===== config.mk =====
export PLATFORM = sky130hd
export DESIGN_NAME = viewport_clipper
export DESIGN_NICKNAME = d
export VERILOG_FILES = /design/src/rtl/proj_pkg.sv /design/src/rtl/viewport_clipper.sv
export SDC_FILE = /design/constraint.sdc
export NUM_CORES = 1
export LEC_CHECK = 0
export BUFFER_PORTS_ARGS = -buffer_cell sky130_fd_sc_hd__buf_2
export CAP_MARGIN = 15
export CORE_MARGIN = 2
export CORE_UTILIZATION = 43
export CTS_CLUSTER_DIAMETER = 40
export DETAILED_ROUTE_END_ITERATION = 16
export GPL_ROUTABILITY_DRIVEN = 0
export PLACE_DENSITY = 0.78
export SLEW_MARGIN = 25
export SYNTH_ARGS = -nofsm -noshare
export SYNTH_HDL_FRONTEND = slang
export SYNTH_SLANG_ARGS = --single-unit

===== constraint.sdc =====
create_clock -name clk_in -period 1.85 [get_ports clk_in]
set_input_delay 0.185 -clock clk_in [delete_from_list [all_inputs] [get_ports clk_in]]
set_output_delay 0.185 -clock clk_in [all_outputs]
set_load 0.1 [all_outputs]

===== src/rtl/proj_pkg.sv =====
`default_nettype none

package proj_pkg;

  // world space, P and C share one format
  typedef logic signed [15:0] coord_t;

  // camera basis components, Q2.14
  typedef logic signed [15:0] basis_t;
  localparam int BASIS_FRAC = 14;  // fraction bits of basis_t

  // camera relative point, one guard bit over coord_t
  typedef logic signed [$bits(coord_t):0] rel_t;

  // one rel * basis product and the sum of three of them
  typedef logic signed [$bits(rel_t)+$bits(basis_t)-1:0] prod_t;
  typedef logic signed [$bits(prod_t)+1:0] dot_t;  // +2 bits for the 3-term add

  // camera space coordinate, dot product with the Q2.14 fraction dropped
  typedef logic signed [$bits(dot_t)-BASIS_FRAC-1:0] cam_t;

  // quotient bits, one divider stage per bit
  localparam int QUOT_WIDTH = 12;

  // projected coordinate around the viewport centre
  typedef logic signed [QUOT_WIDTH-1:0] screen_t;

  typedef logic [9:0] pixel_t;   // unsigned pixel coordinate
  typedef logic [15:0] depth_t;  // low bits of camera z

endpackage

`default_nettype wire


===== src/rtl/viewport_clipper.sv =====
`timescale 1ns/1ps
`default_nettype none

module viewport_clipper #(
  parameter int HALF_W = 320,
  parameter int HALF_H = 240
) (
  input  wire logic           clk_in,
  input  wire logic           rst_in,
  input  wire logic           valid_in,
  input  proj_pkg::screen_t   scr_x,
  input  proj_pkg::screen_t   scr_y,
  input  proj_pkg::depth_t    depth,
  input  wire logic           near_cull,
  output logic                valid_out,
  output proj_pkg::pixel_t    pix_x,
  output proj_pkg::pixel_t    pix_y,
  output proj_pkg::depth_t    depth_out,
  output logic                culled
);

  logic off_x, off_y, cull;

  // open interval on both axes, the edge itself is outside
  assign off_x = !((scr_x > -HALF_W) && (scr_x < HALF_W));
  assign off_y = !((scr_y > -HALF_H) && (scr_y < HALF_H));
  assign cull  = near_cull || off_x || off_y;

  always_ff @(posedge clk_in) begin
    if (rst_in) valid_out <= 1'b0;
    else        valid_out <= valid_in;
  end

  always_ff @(posedge clk_in) begin
    culled <= cull;
    if (cull) begin
      pix_x     <= '0;  // culled results carry no position
      pix_y     <= '0;
      depth_out <= '0;
    end else begin
      pix_x     <= proj_pkg::pixel_t'(HALF_W + scr_x);
      pix_y     <= proj_pkg::pixel_t'(HALF_H - scr_y);  // screen y grows downward
      depth_out <= depth;
    end
  end

endmodule

`default_nettype wire


==> results.yml <==
clocking:
  cts_setup_buffers: 0
  cts_tree: "done"
  cts_buffers: 5
  root_buffer: "clkbuf_4"
  clk_pin_slew_ns: 0.11
  numClockSinks: 38
  h-tree-depth: 2
  clock_path_buffers: 2
flow_run:
  maxCapViolCount: 0
global_route:
  grt_antenna_before_repair: 0
  grt_max_degree: 27
  grt_pass1_wl_um: 4440
  grt_usage: 0.163
  grt_pass1_vias: 1062
  grt.overflow.total: 0
routing:
  vias_per_cell: 4.59
  drc_errors: 0
  drt-total-wl_um: 3040
  drtIter0Drc: 54
  ant_nets: 0
  wire_per_inst_um: 10.6
  drt_first_pass_iters: 4
  vias: 1316
worst_setup_path:
  cp_max_fo: 13
  path_class: "input port to flop"
  arrival_ns: 1.55
  worst_ep_required_time_ns: 2.09
  worstPathCellList: "buf_2, nor4_1, a21oi_1, o211ai_4, buf_4, nor3b_1"
  crit_path_end_kind: "flop"
  slowest_delay_ns: 0.39
  slowest_stage: "nor4_1"
  critPathLaunchType: "input port"
cells_and_area:
  layout-drive-gt1-share: 0.469
  fillCellCount: 307
  diodes: 0
  layout.nets: 287
  area_growth_pct: 36.5
  fin_area_mm2: 0.00198
timing:
  slew_viol_final: 0
  layout_min_cycle_time_ns: 1.31
  hold_viol_final: 0
  clock.fmax_ghz: 0.764
  setup-tns-final_ns: 0
  grt_setup_unrepaired: "false"
  min_period_over_period: 0.708
  setup_viol: 0
synthesis:
  synth.top_cell.area_share: 0.525
  synth_edf_count: 0
  synth.top_cells.by_area: "dfxtp_1 (53%), nand2_1 (7.0%), nor2_1 (5.7%)"
  synth_nets: 199
  synth_ff_type: "dfxtp_1"
  synth.avg_cell_area_um2: 9.52
  syn_inst: 152
  ys_seq_elements: 38
  ys_top_cells_by_count: "dfxtp_1 (38), nand2_1 (27), nor2_1 (22)"
  synth_largest_area_cell: "dfxtp_1"
  synthMostInstantiatedCell: "dfxtp_1"
  netlist_area_mm2: 0.00145
  yosysSeqAreaShare: 0.525
  async_flop_share: 0
  synth-warning-count: 0
  synthDistinctLibCells: 37
place:
  portBuffers: 81
  dpl-instance-area_mm2: 0.00191
  hpwl_um: 2460
die:
  die_height_um: 62.0
  die-area_mm2: 0.00385
  rows: 21
  ios: 82
  start_util: 0.441
  core_area_mm2: 0.00328
  die_w_um: 62.0
pwr:
  clkPwrFrac: 0.302
  power_density_mw_per_mm2: 729
  power_frac_comb: 0.125
  p_int_mw: 1.08
  p_sw_frac: 0.252
  vdd_drop_max_v: 0.000320
  p_switching_uw: 363
  pwr-share-seq: 0.572
  p_leak_nw: 1.03
worst_hold_path:
  worstHoldPathCells: 3
  hold_start: "depth[2]"
  hold_class: "input port to flop"
  min_to: "depth_out[2]"
status:
  status: "complete, no violations"
-- worst max-delay path: cells and delay by family --
kind	cells	cell delay, ns
buf+inv	2	0.36
compound gates	2	0.55
simple gates	2	0.45
-- cell type report --
class                      count  area, µm²  share of cell area
multi-input combinational    102        618               0.313
clock inverter                 1       5.00             0.00253
inverter                       5       18.8             0.00950
sequential                    38        761               0.385
timing repair buffer          88        460               0.233
tap                           46       57.6              0.0291
clock buffer                   7       55.1              0.0279
-- state kept, by name, indices dropped and copies added (netlist names) --
register,cells
depth_out,16
pix_x,10
pix_y,10
valid_out,1
culled,1
-- stage by stage --
stage	worst slack (ns)	utilization	instances	power, mW	hold WS (ns)
4_1_cts	0.542	0.602	287	1.46	0.0289
6_report	0.540	0.602	287	1.44	0.0402
3_3_place_gp	0.205	0.580	278	1.02	0.340
2_1_floorplan	0.515	-	152	0.947	0.257
3_5_place_dp	0.198	0.580	278	1.02	0.353
5_1_grt	0.498	0.602	287	1.52	0.0237
-- worst max-delay path by stage --
stage,slack [ns],end,from,depth (start not counted)
after global placement,0.21,pix_x[6],scr_x[2],6
after detailed placement,0.20,pix_x[7],scr_x[2],6
after global routing,0.50,pix_x[4],scr_x[2],6
after CTS,0.54,pix_x[1],pix_x[1],1
after floorplan,0.52,pix_x[6],scr_y[0],6
final,0.54,pix_x[6],scr_x[2],6
-- logic make-up (layout without fill, tap and decap cells) --
family / Yosys count / in the layout / synth area share
compound gates: 11 / 11 / 0.0640
xor+xnor: 5 / 5 / 0.0302
fa+ha+maj: 3 / 3 / 0.0259
buf+inv: 12 / 101 / 0.0475
flops: 38 / 38 / 0.525
other cells: 1 / 1 / 0.00259
simple gates: 82 / 82 / 0.304
-- repair_timing --
item                      CTS  global route
hold buffers                1             0
resized for setup           0             0
hold endpoints to repair    1             0
-- placed cells by master (no fill, tap or decap), types with 3 or more instances in the layout --
cell type and instances:
buf_4 6, xnor2_1 4, dfxtp_1 38, a21oi_1 3
buf_2 81, nor2_2 10, ha_1 3, nor3b_1 3
inv_1 5, nand2_1 27, o21ai_0 3, clkbuf_4 5
nor4_1 3, nor2_1 22
-- routing by layer --
layer	share of wire	track usage	vias to the layer above
met5	0	0	-
met4	0.020	0.0942	0
li1	-	-	666
met1	0.41	0.183	594
met3	0.072	0.0559	6
met2	0.50	0.269	50
-- power by group through the flow --
stage          Sequential, mW  Combinational (mW)  Clock [mW]
2_1_floorplan           0.885              0.0622           0
3_3_place_gp            0.843               0.176           0
3_5_place_dp            0.843               0.179           0
4_1_cts                 0.825               0.181       0.452
5_1_grt                 0.826               0.197       0.493
6_report                0.824               0.181       0.435
Power figures use the tool's default switching activity.
