File: config.mk
export PLATFORM = sky130hd
export DESIGN_NAME = perspective_divider
export DESIGN_NICKNAME = d
export VERILOG_FILES = /design/src/rtl/proj_pkg.sv /design/src/rtl/perspective_divider.sv
export SDC_FILE = /design/constraint.sdc
export NUM_CORES = 2
export LEC_CHECK = 0
export BUFFER_PORTS_ARGS = -buffer_cell sky130_fd_sc_hd__buf_2
export CORE_UTILIZATION = 30
export CTS_CLUSTER_DIAMETER = 80
export DETAILED_ROUTE_END_ITERATION = 8
export PLACE_DENSITY = 0.45
export SYNTH_ARGS = -nofsm -noshare
export SYNTH_HDL_FRONTEND = slang
export SYNTH_SLANG_ARGS = --single-unit
export TNS_END_PERCENT = 10
File: constraint.sdc
create_clock -name clk_in -period 4.75 [get_ports clk_in]
set_clock_uncertainty 0.05 [all_clocks]
set_input_delay 1.425 -clock clk_in [delete_from_list [all_inputs] [get_ports clk_in]]
set_output_delay 1.425 -clock clk_in [all_outputs]
set_load 0.005 [all_outputs]
File: src/rtl/proj_pkg.sv
`default_nettype none

package proj_pkg;

  // world space, P and C share one format
  typedef logic signed [15:0] coord_t;

  // camera basis components, Q2.14
  typedef logic signed [15:0] basis_t;
  localparam int BASIS_FRAC = 14;  // fraction bits of basis_t

  // camera relative point, one guard bit over coord_t
  typedef logic signed [$bits(coord_t):0] rel_t;

  // one rel * basis product and the sum of three of them
  typedef logic signed [$bits(rel_t)+$bits(basis_t)-1:0] prod_t;
  typedef logic signed [$bits(prod_t)+1:0] dot_t;  // +2 bits for the 3-term add

  // camera space coordinate, dot product with the Q2.14 fraction dropped
  typedef logic signed [$bits(dot_t)-BASIS_FRAC-1:0] cam_t;

  // quotient bits, one divider stage per bit
  localparam int QUOT_WIDTH = 12;

  // projected coordinate around the viewport centre
  typedef logic signed [QUOT_WIDTH-1:0] screen_t;

  typedef logic [9:0] pixel_t;   // unsigned pixel coordinate
  typedef logic [15:0] depth_t;  // low bits of camera z

endpackage

`default_nettype wire

File: src/rtl/perspective_divider.sv
`timescale 1ns/1ps
`default_nettype none

module perspective_divider #(
  parameter int FOCAL_SHIFT = 8,
  parameter int NEAR_Z      = 16
) (
  input  wire logic           clk_in,
  input  wire logic           rst_in,
  input  wire logic           valid_in,
  input  proj_pkg::cam_t      cam_x,
  input  proj_pkg::cam_t      cam_y,
  input  proj_pkg::cam_t      cam_z,
  output logic                valid_out,
  output proj_pkg::screen_t   scr_x,
  output proj_pkg::screen_t   scr_y,
  output proj_pkg::depth_t    depth,
  output logic                near_cull
);

  localparam int CAM_W  = $bits(proj_pkg::cam_t);
  localparam int Q_W    = proj_pkg::QUOT_WIDTH;
  localparam int NUM_W  = CAM_W + FOCAL_SHIFT;  // |x| << focal shift
  localparam int WIDE_W = (NUM_W > CAM_W + Q_W) ? NUM_W : CAM_W + Q_W;
  localparam logic [Q_W-1:0] MAX_MAG = {1'b0, {(Q_W-1){1'b1}}};

  function automatic logic [CAM_W-1:0] mag(input proj_pkg::cam_t v);
    return v[CAM_W-1] ? CAM_W'(-v) : CAM_W'(v);  // -min still fits unsigned
  endfunction

  // one restoring step, quotient bit on top of the new remainder
  function automatic logic [WIDE_W:0] div_step(input logic [WIDE_W-1:0] rem,
                                               input logic [WIDE_W-1:0] trial);
    return (rem >= trial) ? {1'b1, rem - trial} : {1'b0, rem};
  endfunction

  // saturate and put the sign back
  function automatic proj_pkg::screen_t finish(input logic [Q_W-1:0] q,
                                               input logic ovf, input logic neg);
    logic [Q_W-1:0] m;
    m = (ovf || q[Q_W-1]) ? MAX_MAG : q;
    return neg ? proj_pkg::screen_t'(-m) : proj_pkg::screen_t'(m);
  endfunction

  logic              near;
  logic [CAM_W-1:0]  div_s;
  logic [WIDE_W-1:0] num_x, num_y;

  // index 0 is the setup stage, 1..Q_W the iteration stages
  logic                v_q    [Q_W+1];
  logic [WIDE_W-1:0]   rx_q   [Q_W+1], ry_q [Q_W+1];   // partial remainders
  logic [Q_W-1:0]      qx_q   [Q_W+1], qy_q [Q_W+1];   // quotient shifted in lsb first
  logic [CAM_W-1:0]    dv_q   [Q_W+1];                 // divisor rides along
  proj_pkg::depth_t    dp_q   [Q_W+1];
  logic                nx_q   [Q_W+1], ny_q [Q_W+1];   // signs of x and y
  logic                ox_q   [Q_W+1], oy_q [Q_W+1];   // quotient too wide
  logic                cull_q [Q_W+1];
  logic [WIDE_W:0]     step_x [1:Q_W], step_y [1:Q_W];

  assign near  = cam_z < NEAR_Z;  // signed compare, behind camera also culls
  assign div_s = near ? CAM_W'(1) : mag(cam_z);  // divide by one when culled
  assign num_x = WIDE_W'(mag(cam_x)) << FOCAL_SHIFT;
  assign num_y = WIDE_W'(mag(cam_y)) << FOCAL_SHIFT;

  always_comb begin
    for (int i = 1; i <= Q_W; i++) begin
      step_x[i] = div_step(rx_q[i-1], WIDE_W'(dv_q[i-1]) << (Q_W - i));
      step_y[i] = div_step(ry_q[i-1], WIDE_W'(dv_q[i-1]) << (Q_W - i));
    end
  end

  always_ff @(posedge clk_in) begin
    if (rst_in) begin
      for (int i = 0; i <= Q_W; i++) v_q[i] <= 1'b0;
      valid_out <= 1'b0;
    end else begin
      v_q[0] <= valid_in;
      for (int i = 1; i <= Q_W; i++) v_q[i] <= v_q[i-1];
      valid_out <= v_q[Q_W];
    end
  end

  always_ff @(posedge clk_in) begin
    rx_q[0]   <= num_x;
    ry_q[0]   <= num_y;
    qx_q[0]   <= '0;
    qy_q[0]   <= '0;
    dv_q[0]   <= div_s;
    dp_q[0]   <= proj_pkg::depth_t'(cam_z);
    nx_q[0]   <= cam_x[CAM_W-1];
    ny_q[0]   <= cam_y[CAM_W-1];
    ox_q[0]   <= num_x >= (WIDE_W'(div_s) << Q_W);  // result needs more than Q_W bits
    oy_q[0]   <= num_y >= (WIDE_W'(div_s) << Q_W);
    cull_q[0] <= near;
    for (int i = 1; i <= Q_W; i++) begin
      rx_q[i]   <= step_x[i][WIDE_W-1:0];
      ry_q[i]   <= step_y[i][WIDE_W-1:0];
      qx_q[i]   <= {qx_q[i-1][Q_W-2:0], step_x[i][WIDE_W]};
      qy_q[i]   <= {qy_q[i-1][Q_W-2:0], step_y[i][WIDE_W]};
      dv_q[i]   <= dv_q[i-1];
      dp_q[i]   <= dp_q[i-1];
      nx_q[i]   <= nx_q[i-1];
      ny_q[i]   <= ny_q[i-1];
      ox_q[i]   <= ox_q[i-1];
      oy_q[i]   <= oy_q[i-1];
      cull_q[i] <= cull_q[i-1];
    end
    scr_x     <= finish(qx_q[Q_W], ox_q[Q_W], nx_q[Q_W]);  // sign restore stage
    scr_y     <= finish(qy_q[Q_W], oy_q[Q_W], ny_q[Q_W]);
    depth     <= dp_q[Q_W];
    near_cull <= cull_q[Q_W];
  end

endmodule

`default_nettype wire

==> results_dict.tcl <==
set metrics [dict create \
    yosys-top-cells-count "dfxtp_1, ha_1, a21oi_1" \
    fin_nets 7360 \
    path_clk_slew_ps 60 \
    pin_count 108 \
    pre_cts_ws_ps -16.9 \
    grt_max_degree 43 \
    initialDrtViolationCount 2527 \
    drt_first_pass_iters 6 \
    grt_pass1_vias 45965 \
    io_buffers 107 \
    setup_viol 0 \
    synthDistinctLibCells 96 \
    track_usage_pct 16.6 \
    worstMarginPinSlew_ps 891 \
    max_freq_mhz 250 \
    cts_made_buffers 157 \
    clockBufferDepth 3 \
    yosysMostFrequentCell "dfxtp_1" \
    synth_edf_count 0 \
    irDropWorstVdd_mv 0.368 \
    synth_top_family_by_area "compound AO/OA/AOI/OAI gates" \
    overflow 0 \
    maxSlewViolCount 0 \
    clkLatencyLatePin_ps 810 \
    yosys.area_share.simple_pct 13.8 \
    synth_warnings 0 \
    total_power_w 0.0529 \
    std_cell_rows 166 \
    cts_resized 0 \
    crit_required_ps 5390 \
    maxCapViolations 0 \
    drc 0 \
    period_share_pct 84.3 \
    rsz0062_at_grt "false" \
    synth-async-reset-ratio_pct 0 \
    cp-start-kind "input port" \
    yosys.area.top_type "dfxtp_1" \
    synth-xor-area-share_pct 7.36 \
    ant_nets 0 \
    critPathKind "in -> reg" \
    layout_setup_ws_ps 747 \
    critPathArrivalTime_ps 4640 \
    post_cts_buffers 0 \
    hold_viol 0 \
    die_area_mm2 0.208 \
    start_util_pct 30.2 \
    synthAdderAreaFrac_pct 11.5 \
    routed_wl_um 176000 \
    leakagePower_nw 29.9 \
    grt_pass1_wl_um 270000 \
    clockRootBuffer "clkbuf_16" \
    hp-class "reg -> reg" \
    viasPerCell 4.80 \
    synth.top_cell.area_share_pct 44.8 \
    drive_above_1_share_pct 9.80 \
    antenna_found_initial 12 \
    synth.area.mux_share_pct 2.39 \
    cts_sinks 1384 \
    h-tree-depth 4 \
    ctsHoldBuffers 0 \
    areaGrowthSynthToFinish_pct 15.9 \
    globalplace.congestion 0.878 \
    outcome "finished, final reports clean" \
    yosysSeqAreaShare_pct 44.8 \
    relSlewSlack_pct 40.0 \
    ys.flop_type "dfxtp_1" \
    num_vias 45919 \
    synth_area_per_cell_um2 9.48 \
    ys_seq_elements 1384 \
    crit_fanout 3 \
    coreArea_mm2 0.205 \
    power_density_mw_per_mm2 738 \
    post_drt_wl_per_cell_um 18.4 \
    dp_hpwl_um 144000 \
    synth_compound_area_share_pct 16.8 \
    syn-num-nets 7147 \
    syn_area_mm2 0.0619 \
    dieHeight_um 456 \
    cts_tree "yes" \
    layout_min_cycle_time_ps 4000 \
    yosys-top-cells-area "dfxtp_1, ha_1, xnor2_1, a21oi_1, o21ai_0" \
    syn_inst 6525 \
    chipWidth_um 456 \
    endpoint_kind "flop" \
    holdWs_ps 234 \
]
metal layers:
metal | part of all wire [%] | track usage, % | vias to the layer above
met5 | 0 | 0 | -
met4 | 3.2 | 5.94 | 0
met3 | 3.1 | 2.23 | 268
met2 | 49 | 29.6 | 757
met1 | 45 | 20.3 | 21514
li1 | - | - | 23380
worst max-delay path: stages:
cell and delay (ps):
buf_2 100, or3_1 380, nor2_1 130, nand3_1 240, nand2_1 160, xnor2_1 170, ha_1 290, a21o_1 160
a21o_1 170, a21oi_1 150, nor2b_1 60, o21ai_0 190, a21oi_1 100, a2111oi_0 360, o21ai_0 220, a221o_1 320
kinds of logic after synthesis:
logic type	Yosys count
AO/OA/AOI/OAI	1647
XOR/XNOR	520
flip-flops	1384
AND/OR/NAND/NOR	1753
multiplexers	133
adder cells (fa/ha/maj)	556
buffers and inverters	531
other	1
where the power goes:
part	internal [W]	switching [W]	total, W
Sequential	0.0149	0.00230	0.0172
Combinational	0.00984	0.0128	0.0226
Clock	0.00787	0.00520	0.0131
layout make-up:
| class | count | area, µm² |
|---|---|---|
| flip-flops and latches | 1384 | 27700 |
| well taps | 2688 | 3360 |
| multi-input cells | 4610 | 32200 |
| inverters | 397 | 1490 |
| clock inverters | 87 | 1390 |
| clock buffers | 203 | 4400 |
| repair buffers | 188 | 1170 |
| fillers | 20787 | 133000 |
| diodes | 4 | 10.0 |
cells in the final DEF (no fill, tap or decap), types with 86 or more instances in the layout:
cell | netlist | final
nand2_1 | 440 | 440
clkbuf_16 | 0 | 157
xnor2_1 | 319 | 319
nand3_1 | 122 | 122
xor2_1 | 201 | 201
inv_1 | 393 | 393
a21o_1 | 198 | 198
mux2_2 | 117 | 117
nor2_1 | 483 | 483
dfxtp_1 | 1384 | 1384
buf_2 | 33 | 107
nor3_1 | 120 | 120
nor2b_1 | 121 | 121
a21oi_1 | 530 | 530
nand2b_1 | 86 | 86
ha_1 | 534 | 534
o21ai_0 | 382 | 382
state kept, by name, indices dropped and copies added (netlist names), 16 cells and up:
register	flops
rx_q	324
qx_q	78
qy_q	78
dv_q	252
ry_q	324
depth	16
dp_q	208
stage by stage:
step                      std cells  instance area, µm²  setup TNS, ps  utilization, %
after floorplan                6525               61900              0               -
after global routing           9558               71700              0            35.0
after CTS                      9557               71700              0            35.0
final                          9561               71700              0            35.0
after detailed placement       9267               65900          -16.9            32.2
after global placement         9267               65900           -107            32.2
path summary, 6_finish.rpt:
| check | startpoint | to | slack, ps | cells past startpoint |
|---|---|---|---|---|
| min | nx_q[5] | nx_q[6] | 230 | 0 |
| max reg2reg | dv_q[2][1] | ry_q[0][129] | 930 | 11 |
| max | cam_x[6] | ox_q[0][0] | 750 | 16 |
| min reg2reg | nx_q[5] | nx_q[6] | 230 | 0 |
Power figures use the tool's default switching activity.
