`src/rtl/proj_pkg.sv`:
```
`default_nettype none

package proj_pkg;

  // world space, P and C share one format
  typedef logic signed [15:0] coord_t;

  // camera basis components, Q2.14
  typedef logic signed [15:0] basis_t;
  localparam int BASIS_FRAC = 14;  // fraction bits of basis_t

  // camera relative point, one guard bit over coord_t
  typedef logic signed [$bits(coord_t):0] rel_t;

  // one rel * basis product and the sum of three of them
  typedef logic signed [$bits(rel_t)+$bits(basis_t)-1:0] prod_t;
  typedef logic signed [$bits(prod_t)+1:0] dot_t;  // +2 bits for the 3-term add

  // camera space coordinate, dot product with the Q2.14 fraction dropped
  typedef logic signed [$bits(dot_t)-BASIS_FRAC-1:0] cam_t;

  // quotient bits, one divider stage per bit
  localparam int QUOT_WIDTH = 12;

  // projected coordinate around the viewport centre
  typedef logic signed [QUOT_WIDTH-1:0] screen_t;

  typedef logic [9:0] pixel_t;   // unsigned pixel coordinate
  typedef logic [15:0] depth_t;  // low bits of camera z

endpackage

`default_nettype wire

```
`src/rtl/credit_result_queue.sv`:
```
`timescale 1ns/1ps
`default_nettype none

module credit_result_queue #(
  parameter int QUEUE_DEPTH = 8
) (
  input  wire logic           clk_in,
  input  wire logic           rst_in,
  input  wire logic           valid_in,
  input  proj_pkg::pixel_t    pix_x,
  input  proj_pkg::pixel_t    pix_y,
  input  proj_pkg::depth_t    depth,
  input  wire logic           culled,
  input  wire logic           out_credit,
  output logic                in_credit,
  output logic                out_valid,
  output proj_pkg::pixel_t    out_x,
  output proj_pkg::pixel_t    out_y,
  output proj_pkg::depth_t    out_depth,
  output logic                out_culled
);

  localparam int PTR_W  = (QUEUE_DEPTH > 1) ? $clog2(QUEUE_DEPTH) : 1;
  localparam int CNT_W  = $clog2(QUEUE_DEPTH + 1);
  localparam int CRED_W = 16;  // sink may run ahead of the queue

  typedef enum logic {GRANT, RUN} state_t;

  state_t            state;
  logic [PTR_W-1:0]  wr_ptr, rd_ptr;
  logic [CNT_W-1:0]  count;       // entries held
  logic [CNT_W-1:0]  grant_left;  // initial credits not yet pulsed
  logic [CRED_W-1:0] credits;     // output credits held
  logic              send;

  proj_pkg::pixel_t  mem_x      [QUEUE_DEPTH];
  proj_pkg::pixel_t  mem_y      [QUEUE_DEPTH];
  proj_pkg::depth_t  mem_depth  [QUEUE_DEPTH];
  logic              mem_culled [QUEUE_DEPTH];

  function automatic logic [PTR_W-1:0] next_ptr(input logic [PTR_W-1:0] p);
    return (p == PTR_W'(QUEUE_DEPTH - 1)) ? '0 : p + 1'b1;  // wraps for any depth
  endfunction

  assign send = (count != '0) && (credits != '0);

  // no full check, every entry in flight holds an input credit
  always_ff @(posedge clk_in) begin
    if (valid_in) begin
      mem_x[wr_ptr]      <= pix_x;
      mem_y[wr_ptr]      <= pix_y;
      mem_depth[wr_ptr]  <= depth;
      mem_culled[wr_ptr] <= culled;
    end
  end

  always_ff @(posedge clk_in) begin
    if (send) begin
      out_x      <= mem_x[rd_ptr];
      out_y      <= mem_y[rd_ptr];
      out_depth  <= mem_depth[rd_ptr];
      out_culled <= mem_culled[rd_ptr];
    end
  end

  always_ff @(posedge clk_in) begin
    if (rst_in) begin
      state      <= GRANT;
      grant_left <= CNT_W'(QUEUE_DEPTH);
      wr_ptr     <= '0;
      rd_ptr     <= '0;
      count      <= '0;
      credits    <= '0;
      out_valid  <= 1'b0;
      in_credit  <= 1'b0;
    end else begin
      if (valid_in) wr_ptr <= next_ptr(wr_ptr);
      if (send)     rd_ptr <= next_ptr(rd_ptr);
      count     <= count + CNT_W'(valid_in) - CNT_W'(send);
      credits   <= credits + CRED_W'(out_credit) - CRED_W'(send);
      out_valid <= send;  // one pulse per entry, one credit each
      case (state)
        GRANT: begin
          in_credit <= 1'b1;  // back to back after reset
          if (!send) begin  // a send here owes one more pulse, so the count holds
            grant_left <= grant_left - 1'b1;
            if (grant_left == CNT_W'(1)) state <= RUN;
          end
        end
        RUN: in_credit <= send;  // slot freed, hand it back to the source
      endcase
    end
  end

endmodule

`default_nettype wire

```
`config.mk`:
```
export PLATFORM = sky130hd
export DESIGN_NAME = credit_result_queue
export DESIGN_NICKNAME = d
export VERILOG_FILES = /design/src/rtl/proj_pkg.sv /design/src/rtl/credit_result_queue.sv
export SDC_FILE = /design/constraint.sdc
export NUM_CORES = 1
export LEC_CHECK = 0
export ABC_AREA = 1
export ABC_CLOCK_PERIOD_IN_PS = 3650
export BUFFER_PORTS_ARGS = -buffer_cell sky130_fd_sc_hd__buf_2
export CAP_MARGIN = 20
export CORE_MARGIN = 4
export CORE_UTILIZATION = 60
export DETAILED_ROUTE_END_ITERATION = 16
export HOLD_SLACK_MARGIN = 0.1
export PLACE_DENSITY = 0.78
export SYNTH_ARGS = -nofsm -noshare
export SYNTH_HDL_FRONTEND = slang
export SYNTH_SLANG_ARGS = --single-unit
```
`constraint.sdc`:
```
create_clock -name clk_in -period 3.65 [get_ports clk_in]
set_input_delay 0.365 -clock clk_in [delete_from_list [all_inputs] [get_ports clk_in]]
set_output_delay 0.365 -clock clk_in [all_outputs]
set_load 0.1 [all_outputs]
```
==> impl_metrics.toml, run 1 <==
[synthesis]
synth_async_sr_flop_share = 0
synth_nets = 1302
synthFlopType = "edfxtp_1"
post_synth.cell_area_avg_um2 = 12.1
synth_most_common_cell = "edfxtp_1"
syn-instance-count = 1225
post-synth-top-area-cell = "edfxtp_1"
synth-edff-count = 333
ys_warn_count = 0
synth_area_leaders = "edfxtp_1, nor2_1, nand2_1, dfxtp_1, o32ai_1"
ys_ff_latch = 366
synth_largest_type_area_fraction = 0.673
post_synth_num_cell_types = 26
fraction_of_the_yosys_area_taken_by_sequential_cells = 0.718
synth.cells.most_frequent = "edfxtp_1, nor2_1, nand2_1"
netlist_area_before_placement_um2 = 14900

[detailed_routing]
drtPass1Iterations = 5
remaining_drc_errors = 0
detailroute.via_count = 9403
drt-total-wl_um = 30400
initialDrtViolationCount = 905
drt.antenna.violating_nets = 0
post_drt_wl_per_cell_um = 18.5
via_per_inst = 5.71

[timing]
period_minus_slack_ns = 2.88
timing.final.hold_violations = 0
worst_slew_margin_rel = 0.384
final.setup.tns_ns = 0
fmaxAchievable_ghz = 0.347
fin_worst_skew_ns = 0.0136
setup-violations-final = 0
rsz_0062_raised_after_global_routing = "no"
fin_crit_sh = 0.789
final_max_slew_viol_count = 0
actual_transition_at_the_worst_max_transition_pin_ns = 0.921

[global_routing]
grt_max_degree = 80
track_usage = 0.224
grt_antenna_before_repair = 5
grt_pass1_wl_um = 47500
grt_overflow = 0
first_global_vias = 9262

[setup_path]
timing.critical_path.fanout_max = 13
cp-start-kind = "register"
type_of_the_worst_setup_path = "reg2reg"
worst-endpoint-arrival_ns = 3.27
worst_r2r_path_depth = 22
worst_ep_required_time_ns = 4.04
r2r_end = "credits[12]"
timing.rr.start = "credits[12]"
r2r_slack_ns = 0.77
crit_path_end_kind = "register"

[placed_design]
place.detailed.instances = 1587
port_buffers = 79
gp_congestion = 0.870
dp.final_hpwl_um = 17000

[power]
p_leak_uw = 0.00621
power.ir.vdd_worst_mv = 0.564
power_density_nw_per_um2 = 874
design_power_total_uw = 14500

[clock_tree]
clk_root_buffer_cell = "clkbuf_16"
clock_sink_count = 366
cts_max_path_buffers = 3
holdBufCountCts = 0
cts_max_level = 2
postCtsResizedCells = 0
clk-insertion-delay-late_ns = 0.50
tritoncts.num_buffers = 35
clk_transition_reported_paths_ns = 0.06
postCtsSetupBuffers = 0
clock_tree_from_tritoncts = "built"

[floorplan]
die_width_um = 165
row_count = 57
io-pin-count = 80
starting_density = 0.611
die-height_um = 165
placeable_core_region_um2 = 24300
die_area_um2 = 27300

[outcome]
outcome = "complete, no violations"

[cells_and_area]
share_of_final_layout_standard_cells_stronger_than_drive_strength_1 = 0.119
final_cell_count_no_fill = 1647
antenna-diode-count = 0
num-nets-final = 1377
layout.core_utilization = 0.684
area_delta_synth_final_pct = 11.9
fillerInstances = 1658

[min_path]
hold_removal_path_class = "in2reg"
hold_path.startpoint = "depth[15]"
worstHoldPathCells = 1
worst_hold_path.endpoint = "mem_depth[3][15]"

[flow_run]
number_of_max_cap_violations = 0
-- layout make-up --
type                       count  area (um^2)  area share
clock buffer                  47          963      0.0580
tap                          324          405      0.0244
inverter                      79          299      0.0180
multi-input combinational    720         3650       0.220
clock inverter                13         60.1     0.00361
timing repair buffer          98          576      0.0346
sequential                   366        10700       0.642
-- cell usage in the layout, fill, tap and decap left out --
cell	instances
buf_4	16
clkinv_1	8
nor2_1	266
o32ai_1	74
dfxtp_2	1
o21ai_1	6
ha_1	34
buf_12	3
buf_2	79
nand2_1	197
o21bai_1	1
inv_1	73
inv_2	4
o21ai_0	81
dfxtp_1	30
a21oi_1	30
and2_1	1
edfxtp_1	333
nor2_4	8
clkbuf_1	10
dfxtp_4	2
clkinv_2	5
inv_6	1
nor3_1	3
xor2_1	2
fa_1	2
inv_4	1
nand3_1	13
or2_2	1
o21a_1	1
clkbuf_16	37
-- through the flow --
step                area (um^2)  hold WS (ns)  worst slack, ns
floorplan                 14900         0.412            0.409
global placement          15600         0.451            0.870
detailed placement        15600         0.457            0.787
CTS                       16600         0.106            0.782
global route              16600         0.119            0.384
finish                    16600         0.129            0.770
-- worst max-delay path by stage --
stage / startpoint / endpoint / slack, ns / depth (start not counted)
2_1_floorplan: credits[8] / credits[14] / 0.41 / 20
3_3_place_gp: credits[2] / credits[12] / 0.87 / 22
3_5_place_dp: credits[12] / credits[14] / 0.79 / 20
4_1_cts: credits[12] / credits[14] / 0.78 / 20
5_1_grt: credits[4] / credits[12] / 0.38 / 22
6_report: credits[12] / credits[12] / 0.77 / 22
-- registers in the layout, summed over array words and instances (netlist names), 3 cells and up --
name and cells:
count 4, credits 16, grant_left 4, mem_culled 8
mem_depth 128, mem_x 80, mem_y 80, out_depth 16
out_x 10, out_y 10, rd_ptr 3, wr_ptr 3
-- report_power, final --
part           internal (uW)  total, uW  switching (uW)
clock                   1850       3260            1410
combinational           1430       5760            4330
sequential              5200       5510             307
total                   8480      14500            6040
-- metal layers --
layer	up-vias	global-route usage	wire length [um]
met1	4505	0.298	12300
met3	95	0.0424	2150
met4	10	0.0889	964
li1	4457	-	-
met2	336	0.370	14900
met5	-	0	57
-- worst max-delay path: stages, from the launching register on --
cell and delay, ns:
dfxtp_1 0.31, inv_1 0.08, ha_1 0.16, nand2_1 0.06, nor2_1 0.09, nand2_1 0.06, nand2_1 0.29, inv_2 0.08
ha_1 0.28, inv_1 0.06, ha_1 0.16, inv_1 0.05, fa_1 0.35, inv_1 0.07, nand2_1 0.06, nand2_1 0.09
nand2_1 0.12, inv_1 0.08, nand2_1 0.05, nand3_1 0.10, nand2_1 0.06, nand2_1 0.05, nor2_1 0.05
-- cells by family (layout without fill, tap and decap cells) --
group	count (synthesis)	in the layout	synth area share
and+or+nand+nor	489	489	0.125
buffers and inverters	139	237	0.0404
xor gates and xnor gates	2	2	0.00118
DFF	366	366	0.718
adders and majority gates	36	36	0.0313
AOI/OAI and AO/OA	193	193	0.0841
No activity file was read; power rests on OpenSTA's default activity.
==> inputs of run 2 (changes only) <==
--- a/config.mk
+++ b/config.mk
@@ -5,15 +5,15 @@
 export SDC_FILE = /design/constraint.sdc
 export NUM_CORES = 1
 export LEC_CHECK = 0
-export ABC_AREA = 1
-export ABC_CLOCK_PERIOD_IN_PS = 3650
+export ABC_AREA = 0
+export ABC_CLOCK_PERIOD_IN_PS = 2400
 export BUFFER_PORTS_ARGS = -buffer_cell sky130_fd_sc_hd__buf_2
 export CAP_MARGIN = 20
 export CORE_MARGIN = 4
-export CORE_UTILIZATION = 60
+export CORE_UTILIZATION = 55
 export DETAILED_ROUTE_END_ITERATION = 16
 export HOLD_SLACK_MARGIN = 0.1
-export PLACE_DENSITY = 0.78
+export PLACE_DENSITY = 0.76
 export SYNTH_ARGS = -nofsm -noshare
 export SYNTH_HDL_FRONTEND = slang
 export SYNTH_SLANG_ARGS = --single-unit
==> constraint.sdc (replaced) <==
create_clock -name clk_in -period 2.4 [get_ports clk_in]
set_input_delay 0.24 -clock clk_in [delete_from_list [all_inputs] [get_ports clk_in]]
set_output_delay 0.24 -clock clk_in [all_outputs]
set_load 0.1 [all_outputs]
==> run 2 against run 1 <==
Net effect:
- the run now ends with negative setup slack left
- sequential power up 48%
- worst setup slack worse by 1.7 ns
- count of clock-buffer cells in the layout down 4
- critical path depth fell by 5
- fmax decreased by 14%
- total power increased by 60%
- global-route usage shrank 2.7 points
- clock power increased by 61%
- final cell count decreased by 22%
- largest cell class unchanged
- register-to-register slack got worse by 1.7 ns
- largest power group unchanged
==> impl_metrics.toml, run 2 <==
[clock_tree]
cts_max_level = 2
tritoncts.num_buffers = 36
clock_sink_count = 366
cts_max_path_buffers = 3
clock_tree_from_tritoncts = "built"
clk_root_buffer_cell = "clkbuf_16"
clk-insertion-delay-late_ns = 0.51
clk_transition_reported_paths_ns = 0.06

[setup_path]
crit_path_from = "count[2]"
crit_path_end_kind = "register"
crit_path_cell_trace = "inv_2 -> ha_4 -> or3b_4 -> o31ai_4 -> clkinvlp_4 -> ha_4 -> inv_2 -> ha_4 -> inv_2 -> fa_2 -> nor2b_4 -> o311a_4 -> o311a_4 -> buf_6 -> a21oi_2 -> o21ai_2 -> mux2_4"
path_delay_family = "compound AO/OA/AOI/OAI gates"
worst_ep_required_time_ns = 2.78
cp.depth = 17
worst_r2r_path_depth = 17
cp-start-kind = "register"
type_of_the_worst_setup_path = "reg2reg"
timing.rr.start = "count[2]"
timing.critical_path.fanout_max = 3
worstSetupEndpoint = "credits[14]"
crit_buf_inv = 5
worst-endpoint-arrival_ns = 3.73
r2r_end = "credits[14]"
r2r_slack_ns = -0.95
crit_path_max_incr_delay_ns = 0.39
crit_slowest_cell = "or3b_4"

[timing]
actual_transition_at_the_worst_max_transition_pin_ns = 0.715
fin_crit_sh = 1.39
fmaxAchievable_ghz = 0.299
timing.final.hold_violations = 0
setup-violations-final = 17
fin_worst_skew_ns = 0.0191
worst_slew_margin_rel = 0.523
rsz_0062_raised_after_global_routing = "yes"
final_max_slew_viol_count = 0
period_minus_slack_ns = 3.35
post-route-worst-setup-slack_ns = -0.948

[global_routing]
first_global_vias = 7705
grt_overflow = 0
grt_antenna_before_repair = 0
grt_max_degree = 45
track_usage = 0.198
grt_pass1_wl_um = 43800

[placed_design]
place.detailed.instances = 1162
port_buffers = 79
gp_congestion = 0.874
dp.final_hpwl_um = 15700
dpl-instance-area_um2 = 15700

[synthesis]
post_synth_num_cell_types = 49
ys_warn_count = 0
synth-edff-count = 333
netlist_area_before_placement_um2 = 14400
synth_most_common_cell = "edfxtp_1"
post_synth.cell_area_avg_um2 = 19.9
synth_largest_type_area_fraction = 0.695
synth_nets = 801
synthFlopType = "edfxtp_1"
fraction_of_the_yosys_area_taken_by_sequential_cells = 0.741
ys_ff_latch = 366
syn-instance-count = 724
synth_area_leaders = "edfxtp_1, mux4_2, dfxtp_1, mux2_2, ha_1"
synth.cells.most_frequent = "edfxtp_1, mux4_2, mux2_2"
post-synth-top-area-cell = "edfxtp_1"
synth_async_sr_flop_share = 0

[cells_and_area]
layout.core_utilization = 0.692
top_register = "mem_depth"
largest_registers = "mem_depth x128, mem_x x80, mem_y x80"
final_cell_count_no_fill = 1281
layout.cells.most_common_list = "edfxtp_1, buf_2, mux4_2"
mostFrequentLayoutCell = "edfxtp_1"
postLayoutCellArea_um2 = 17600
num-nets-final = 1005
antenna-diode-count = 0
fillerInstances = 1536
area_delta_synth_final_pct = 22.5
share_of_final_layout_standard_cells_stronger_than_drive_strength_1 = 0.411
number_of_flip_flops_under_the_largest_register_name = 128

[floorplan]
io-pin-count = 80
die_area_um2 = 28800
die_width_um = 170
row_count = 58
placeable_core_region_um2 = 25500
die-height_um = 170
starting_density = 0.565

[power]
power_density_nw_per_um2 = 1320
power.ir.vdd_worst_mv = 0.975
p_leak_uw = 0.00609
design_power_total_uw = 23300

[detailed_routing]
post_drt_wl_per_cell_um = 22.4
drt-total-wl_um = 28700
drt.antenna.violating_nets = 0
via_per_inst = 5.71
drtPass1Iterations = 5
detailroute.via_count = 7314
initialDrtViolationCount = 627
remaining_drc_errors = 0

[outcome]
violations = "negative setup slack"
outcome = "finished with violations"

[flow_run]
number_of_max_cap_violations = 0

[min_path]
hold_removal_path_class = "in2reg"
[run 2: logic make-up (layout without fill, tap and decap cells)]
| family | count (synthesis) | after routing | synth area share |
|---|---|---|---|
| mux | 118 | 118 | 0.150 |
| xor+xnor | 10 | 10 | 0.00609 |
| flops | 366 | 366 | 0.741 |
| compound gates | 44 | 44 | 0.0233 |
| simple gates | 90 | 90 | 0.0316 |
| fa+ha+maj | 36 | 36 | 0.0323 |
| buf+inv | 60 | 287 | 0.0161 |
[run 2: per-layer routing]
layer  track usage  wire length [um]  part of all wire  vias up
li1              -                 -                 -     3295
met1         0.264             11500              0.40     3739
met2         0.342             15000              0.52      230
met3        0.0298              1530             0.053       50
met4        0.0585               683             0.024        0
met5             0                 0                 0        -
[run 2: final cells by class]
cell class / count / area (um^2) / share of cell area
Timing Repair Buffer: 193 / 1470 / 0.0836
Sequential cell: 366 / 10700 / 0.606
Clock inverter: 18 / 149 / 0.00845
Multi-Input combinational cell: 298 / 3840 / 0.218
Inverter: 33 / 128 / 0.00724
Tap cell: 330 / 413 / 0.0234
Clock buffer: 43 / 948 / 0.0538
[run 2: worst min-delay path: cells and delay by family]
family,cells,cell delay [ns]
simple gates,1,0.12
fa+ha+maj,1,0.12
buf+inv,1,0.11
[run 2: worst min-delay path by stage]
stage                     startpoint             to  slack (ns)  cells past startpoint
after global placement         state      in_credit        0.46                      1
after detailed placement       state      in_credit        0.46                      1
after CTS                 out_credit     credits[0]        0.12                      3
after global routing      out_credit     credits[0]        0.15                      3
final                     out_credit     credits[0]        0.13                      3
after floorplan               culled  mem_culled[0]        0.34                      0
[run 2: timing repair]
| action | in CTS | in global routing |
|---|---|---|
| cloned | 0 | 2 |
| setup endpoints to repair | 17 | 19 |
| hold endpoints to repair | 299 | 0 |
| resized for setup | 33 | 28 |
| setup buffers | 10 | 8 |
| hold buffers | 38 | 0 |
| pin swaps | 5 | 11 |
[run 2: per-stage QoR]
stage	TNS, ns	hold WS, ns	setup slack (ns)
after floorplan	-19.14	0.339	-1.58
after global placement	-8.92	0.459	-0.898
after detailed placement	-10.44	0.459	-0.999
after CTS	-9.80	0.120	-0.940
after global routing	-11.85	0.153	-1.05
final	-10.30	0.134	-0.948
[run 2: where the power goes]
group	internal [uW]	switching, uW
clock network	3040	2230
registers	7830	341
logic	3930	5900
==> inputs of run 3 (changes only) <==
--- a/config.mk
+++ b/config.mk
@@ -12,6 +12,7 @@
 export CORE_MARGIN = 4
 export CORE_UTILIZATION = 55
 export DETAILED_ROUTE_END_ITERATION = 16
+export GPL_ROUTABILITY_DRIVEN = 1
 export HOLD_SLACK_MARGIN = 0.1
 export PLACE_DENSITY = 0.76
 export SYNTH_ARGS = -nofsm -noshare
==> constraint.sdc (replaced) <==
create_clock -name clk_in -period 2.4 [get_ports clk_in]
set_input_delay 0.12 -clock clk_in [delete_from_list [all_inputs] [get_ports clk_in]]
set_output_delay 0.12 -clock clk_in [all_outputs]
set_load 0.1 [all_outputs]
==> run 3 against run 2 <==
Net effect:
- clock skew shrank 0.0052 ns
- die area unchanged
- combinational power barely moved
- utilization up 0.68 points
- final cell count rose by 0.94%
- register-to-register slack got worse by 0.05 ns
- the flow still finishes with violations (negative setup slack)
==> impl_metrics.toml, run 3 (synthesis results as in run 2) <==
[detailed_routing]
drt-total-wl_um = 30600
post_drt_wl_per_cell_um = 23.6
detailroute.via_count = 7497
initialDrtViolationCount = 674
via_per_inst = 5.80
remaining_drc_errors = 0
drtPass1Iterations = 6
drt.antenna.violating_nets = 0

[setup_path]
r2r_slack_ns = -1.0
worstSetupEndpoint = "credits[12]"
worst_r2r_path_depth = 16
cp-start-kind = "register"
timing.critical_path.fanout_max = 2
worst-endpoint-arrival_ns = 3.77
timing.rr.start = "count[2]"
r2r_end = "credits[12]"
worst_ep_required_time_ns = 2.77
crit_path_from = "count[2]"
crit_path_end_kind = "register"
type_of_the_worst_setup_path = "reg2reg"

[timing]
timing.final.hold_violations = 0
post-route-worst-setup-slack_ns = -0.998
fmaxAchievable_ghz = 0.294
worst_slew_margin_rel = 0.483
rsz_0062_raised_after_global_routing = "yes"
fin_crit_sh = 1.42
period_minus_slack_ns = 3.40
final_max_slew_viol_count = 0
fin_worst_skew_ns = 0.0139
actual_transition_at_the_worst_max_transition_pin_ns = 0.775
setup-violations-final = 18

[global_routing]
track_usage = 0.214
grt_overflow = 0
first_global_vias = 8070
grt_max_degree = 38
grt_pass1_wl_um = 46700
grt_antenna_before_repair = 1

[floorplan]
die_width_um = 170
row_count = 58
placeable_core_region_um2 = 25500
die-height_um = 170
die_area_um2 = 28800
io-pin-count = 80
starting_density = 0.565

[cells_and_area]
layout.core_utilization = 0.699
area_delta_synth_final_pct = 23.7
top_register = "mem_depth"
num-nets-final = 1014
number_of_flip_flops_under_the_largest_register_name = 128
antenna-diode-count = 0
final_cell_count_no_fill = 1293
layout.cells.most_common_list = "edfxtp_1, buf_2, mux4_2"
largest_registers = "mem_depth x128, mem_x x80, mem_y x80"
mostFrequentLayoutCell = "edfxtp_1"
fillerInstances = 1540
share_of_final_layout_standard_cells_stronger_than_drive_strength_1 = 0.410

[power]
power.ir.vdd_worst_mv = 1.08
power_density_nw_per_um2 = 1340
p_leak_uw = 0.00621

[clock_tree]
cts_max_level = 2
clk_transition_reported_paths_ns = 0.06
clk_root_buffer_cell = "clkbuf_16"
clock_sink_count = 366
tritoncts.num_buffers = 36
clk-insertion-delay-late_ns = 0.52
clock_tree_from_tritoncts = "built"
cts_max_path_buffers = 3

[outcome]
outcome = "finished with violations"
violations = "negative setup slack"

[placed_design]
gp_congestion = 0.783
dp.final_hpwl_um = 16500
port_buffers = 79
place.detailed.instances = 1163

[min_path]
hold_removal_path_class = "in2reg"
hold_path.startpoint = "rst_in"

[flow_run]
number_of_max_cap_violations = 0
==> run 3: cell types whose count changed in the layout (fill, tap and decap cells not counted), moves of 3 or more <==
cell / before / now
ha_1: 23 / 26
buf_6: 4 / 21
clkinv_2: 6 / 9
clkbuf_16: 39 / 36
inv_1: 19 / 22
inv_2: 13 / 10
buf_4: 64 / 56
bufinv_16: 2 / 5
clkbuf_1: 6 / 3
ha_2: 5 / 2
==> run 3: where the power goes <==
group,leakage (uW),switching (uW),internal [uW],total (uW)
clock,0.000588,2310,3360,5670
sequential,0.00334,442,7840,8280
combinational,0.00228,5830,4020,9850
==> run 3: final cells by class <==
cell class                      count  area [um^2]  area share
Timing Repair Buffer              202         1600      0.0896
Clock inverter                     23          250      0.0141
Clock buffer                       41          940      0.0528
Inverter                           33          128     0.00717
Tap cell                          330          413      0.0232
Multi-Input combinational cell    298         3800       0.213
Sequential cell                   366        10700       0.600
==> run 3: through the flow <==
stage          cell area, um^2  hold slack, ns  TNS (ns)  setup slack, ns  total power [uW]
4_1_cts                  17700           0.144     -9.17           -0.925             23300
6_report                 17800           0.170    -10.88           -0.998             23800
3_3_place_gp             15700           0.372     -8.85           -0.853             16700
3_5_place_dp             15700           0.383     -9.74           -0.956             16900
2_1_floorplan            14500           0.219    -20.94            -1.58             14800
5_1_grt                  17800           0.200    -13.04            -1.17             24900
==> run 3: how the worst min path moves through the flow <==
stage | cells past startpoint | slack [ns] | endpoint
floorplan | 0 | 0.22 | mem_culled[0]
global placement | 1 | 0.37 | mem_y[7][6]
detailed placement | 1 | 0.38 | mem_depth[4][3]
CTS | 2 | 0.14 | credits[5]
global route | 2 | 0.20 | wr_ptr[0]
finish | 2 | 0.17 | credits[5]
==> run 3: per-layer routing <==
layer	up-vias	global-route usage	share of wire
met4	2	0.0543	0.025
met5	-	0	0.00023
met1	3886	0.283	0.40
met3	59	0.0326	0.049
li1	3313	-	-
met2	237	0.376	0.53
==> run 3: worst max-delay path, stage by stage (launching register included) <==
cell and delay [ns]:
dfxtp_2 0.31, inv_2 0.07, ha_4 0.12, or3b_4 0.39, o31ai_4 0.09, clkinvlp_4 0.18
ha_4 0.28, inv_2 0.04, ha_4 0.15, inv_2 0.05, fa_2 0.22, nor2b_4 0.05
o311a_1 0.31, o311a_4 0.33, o311a_1 0.33, nor4_2 0.24, nor3_2 0.08
==> run 3: timing repair <==
item,CTS,global route
pin swaps,11,12
gates cloned,1,0
hold buffers,39,0
endpoints found under the setup margin,17,19
hold endpoints to repair,301,0
buffers inserted,58,7
gates resized for setup,40,25
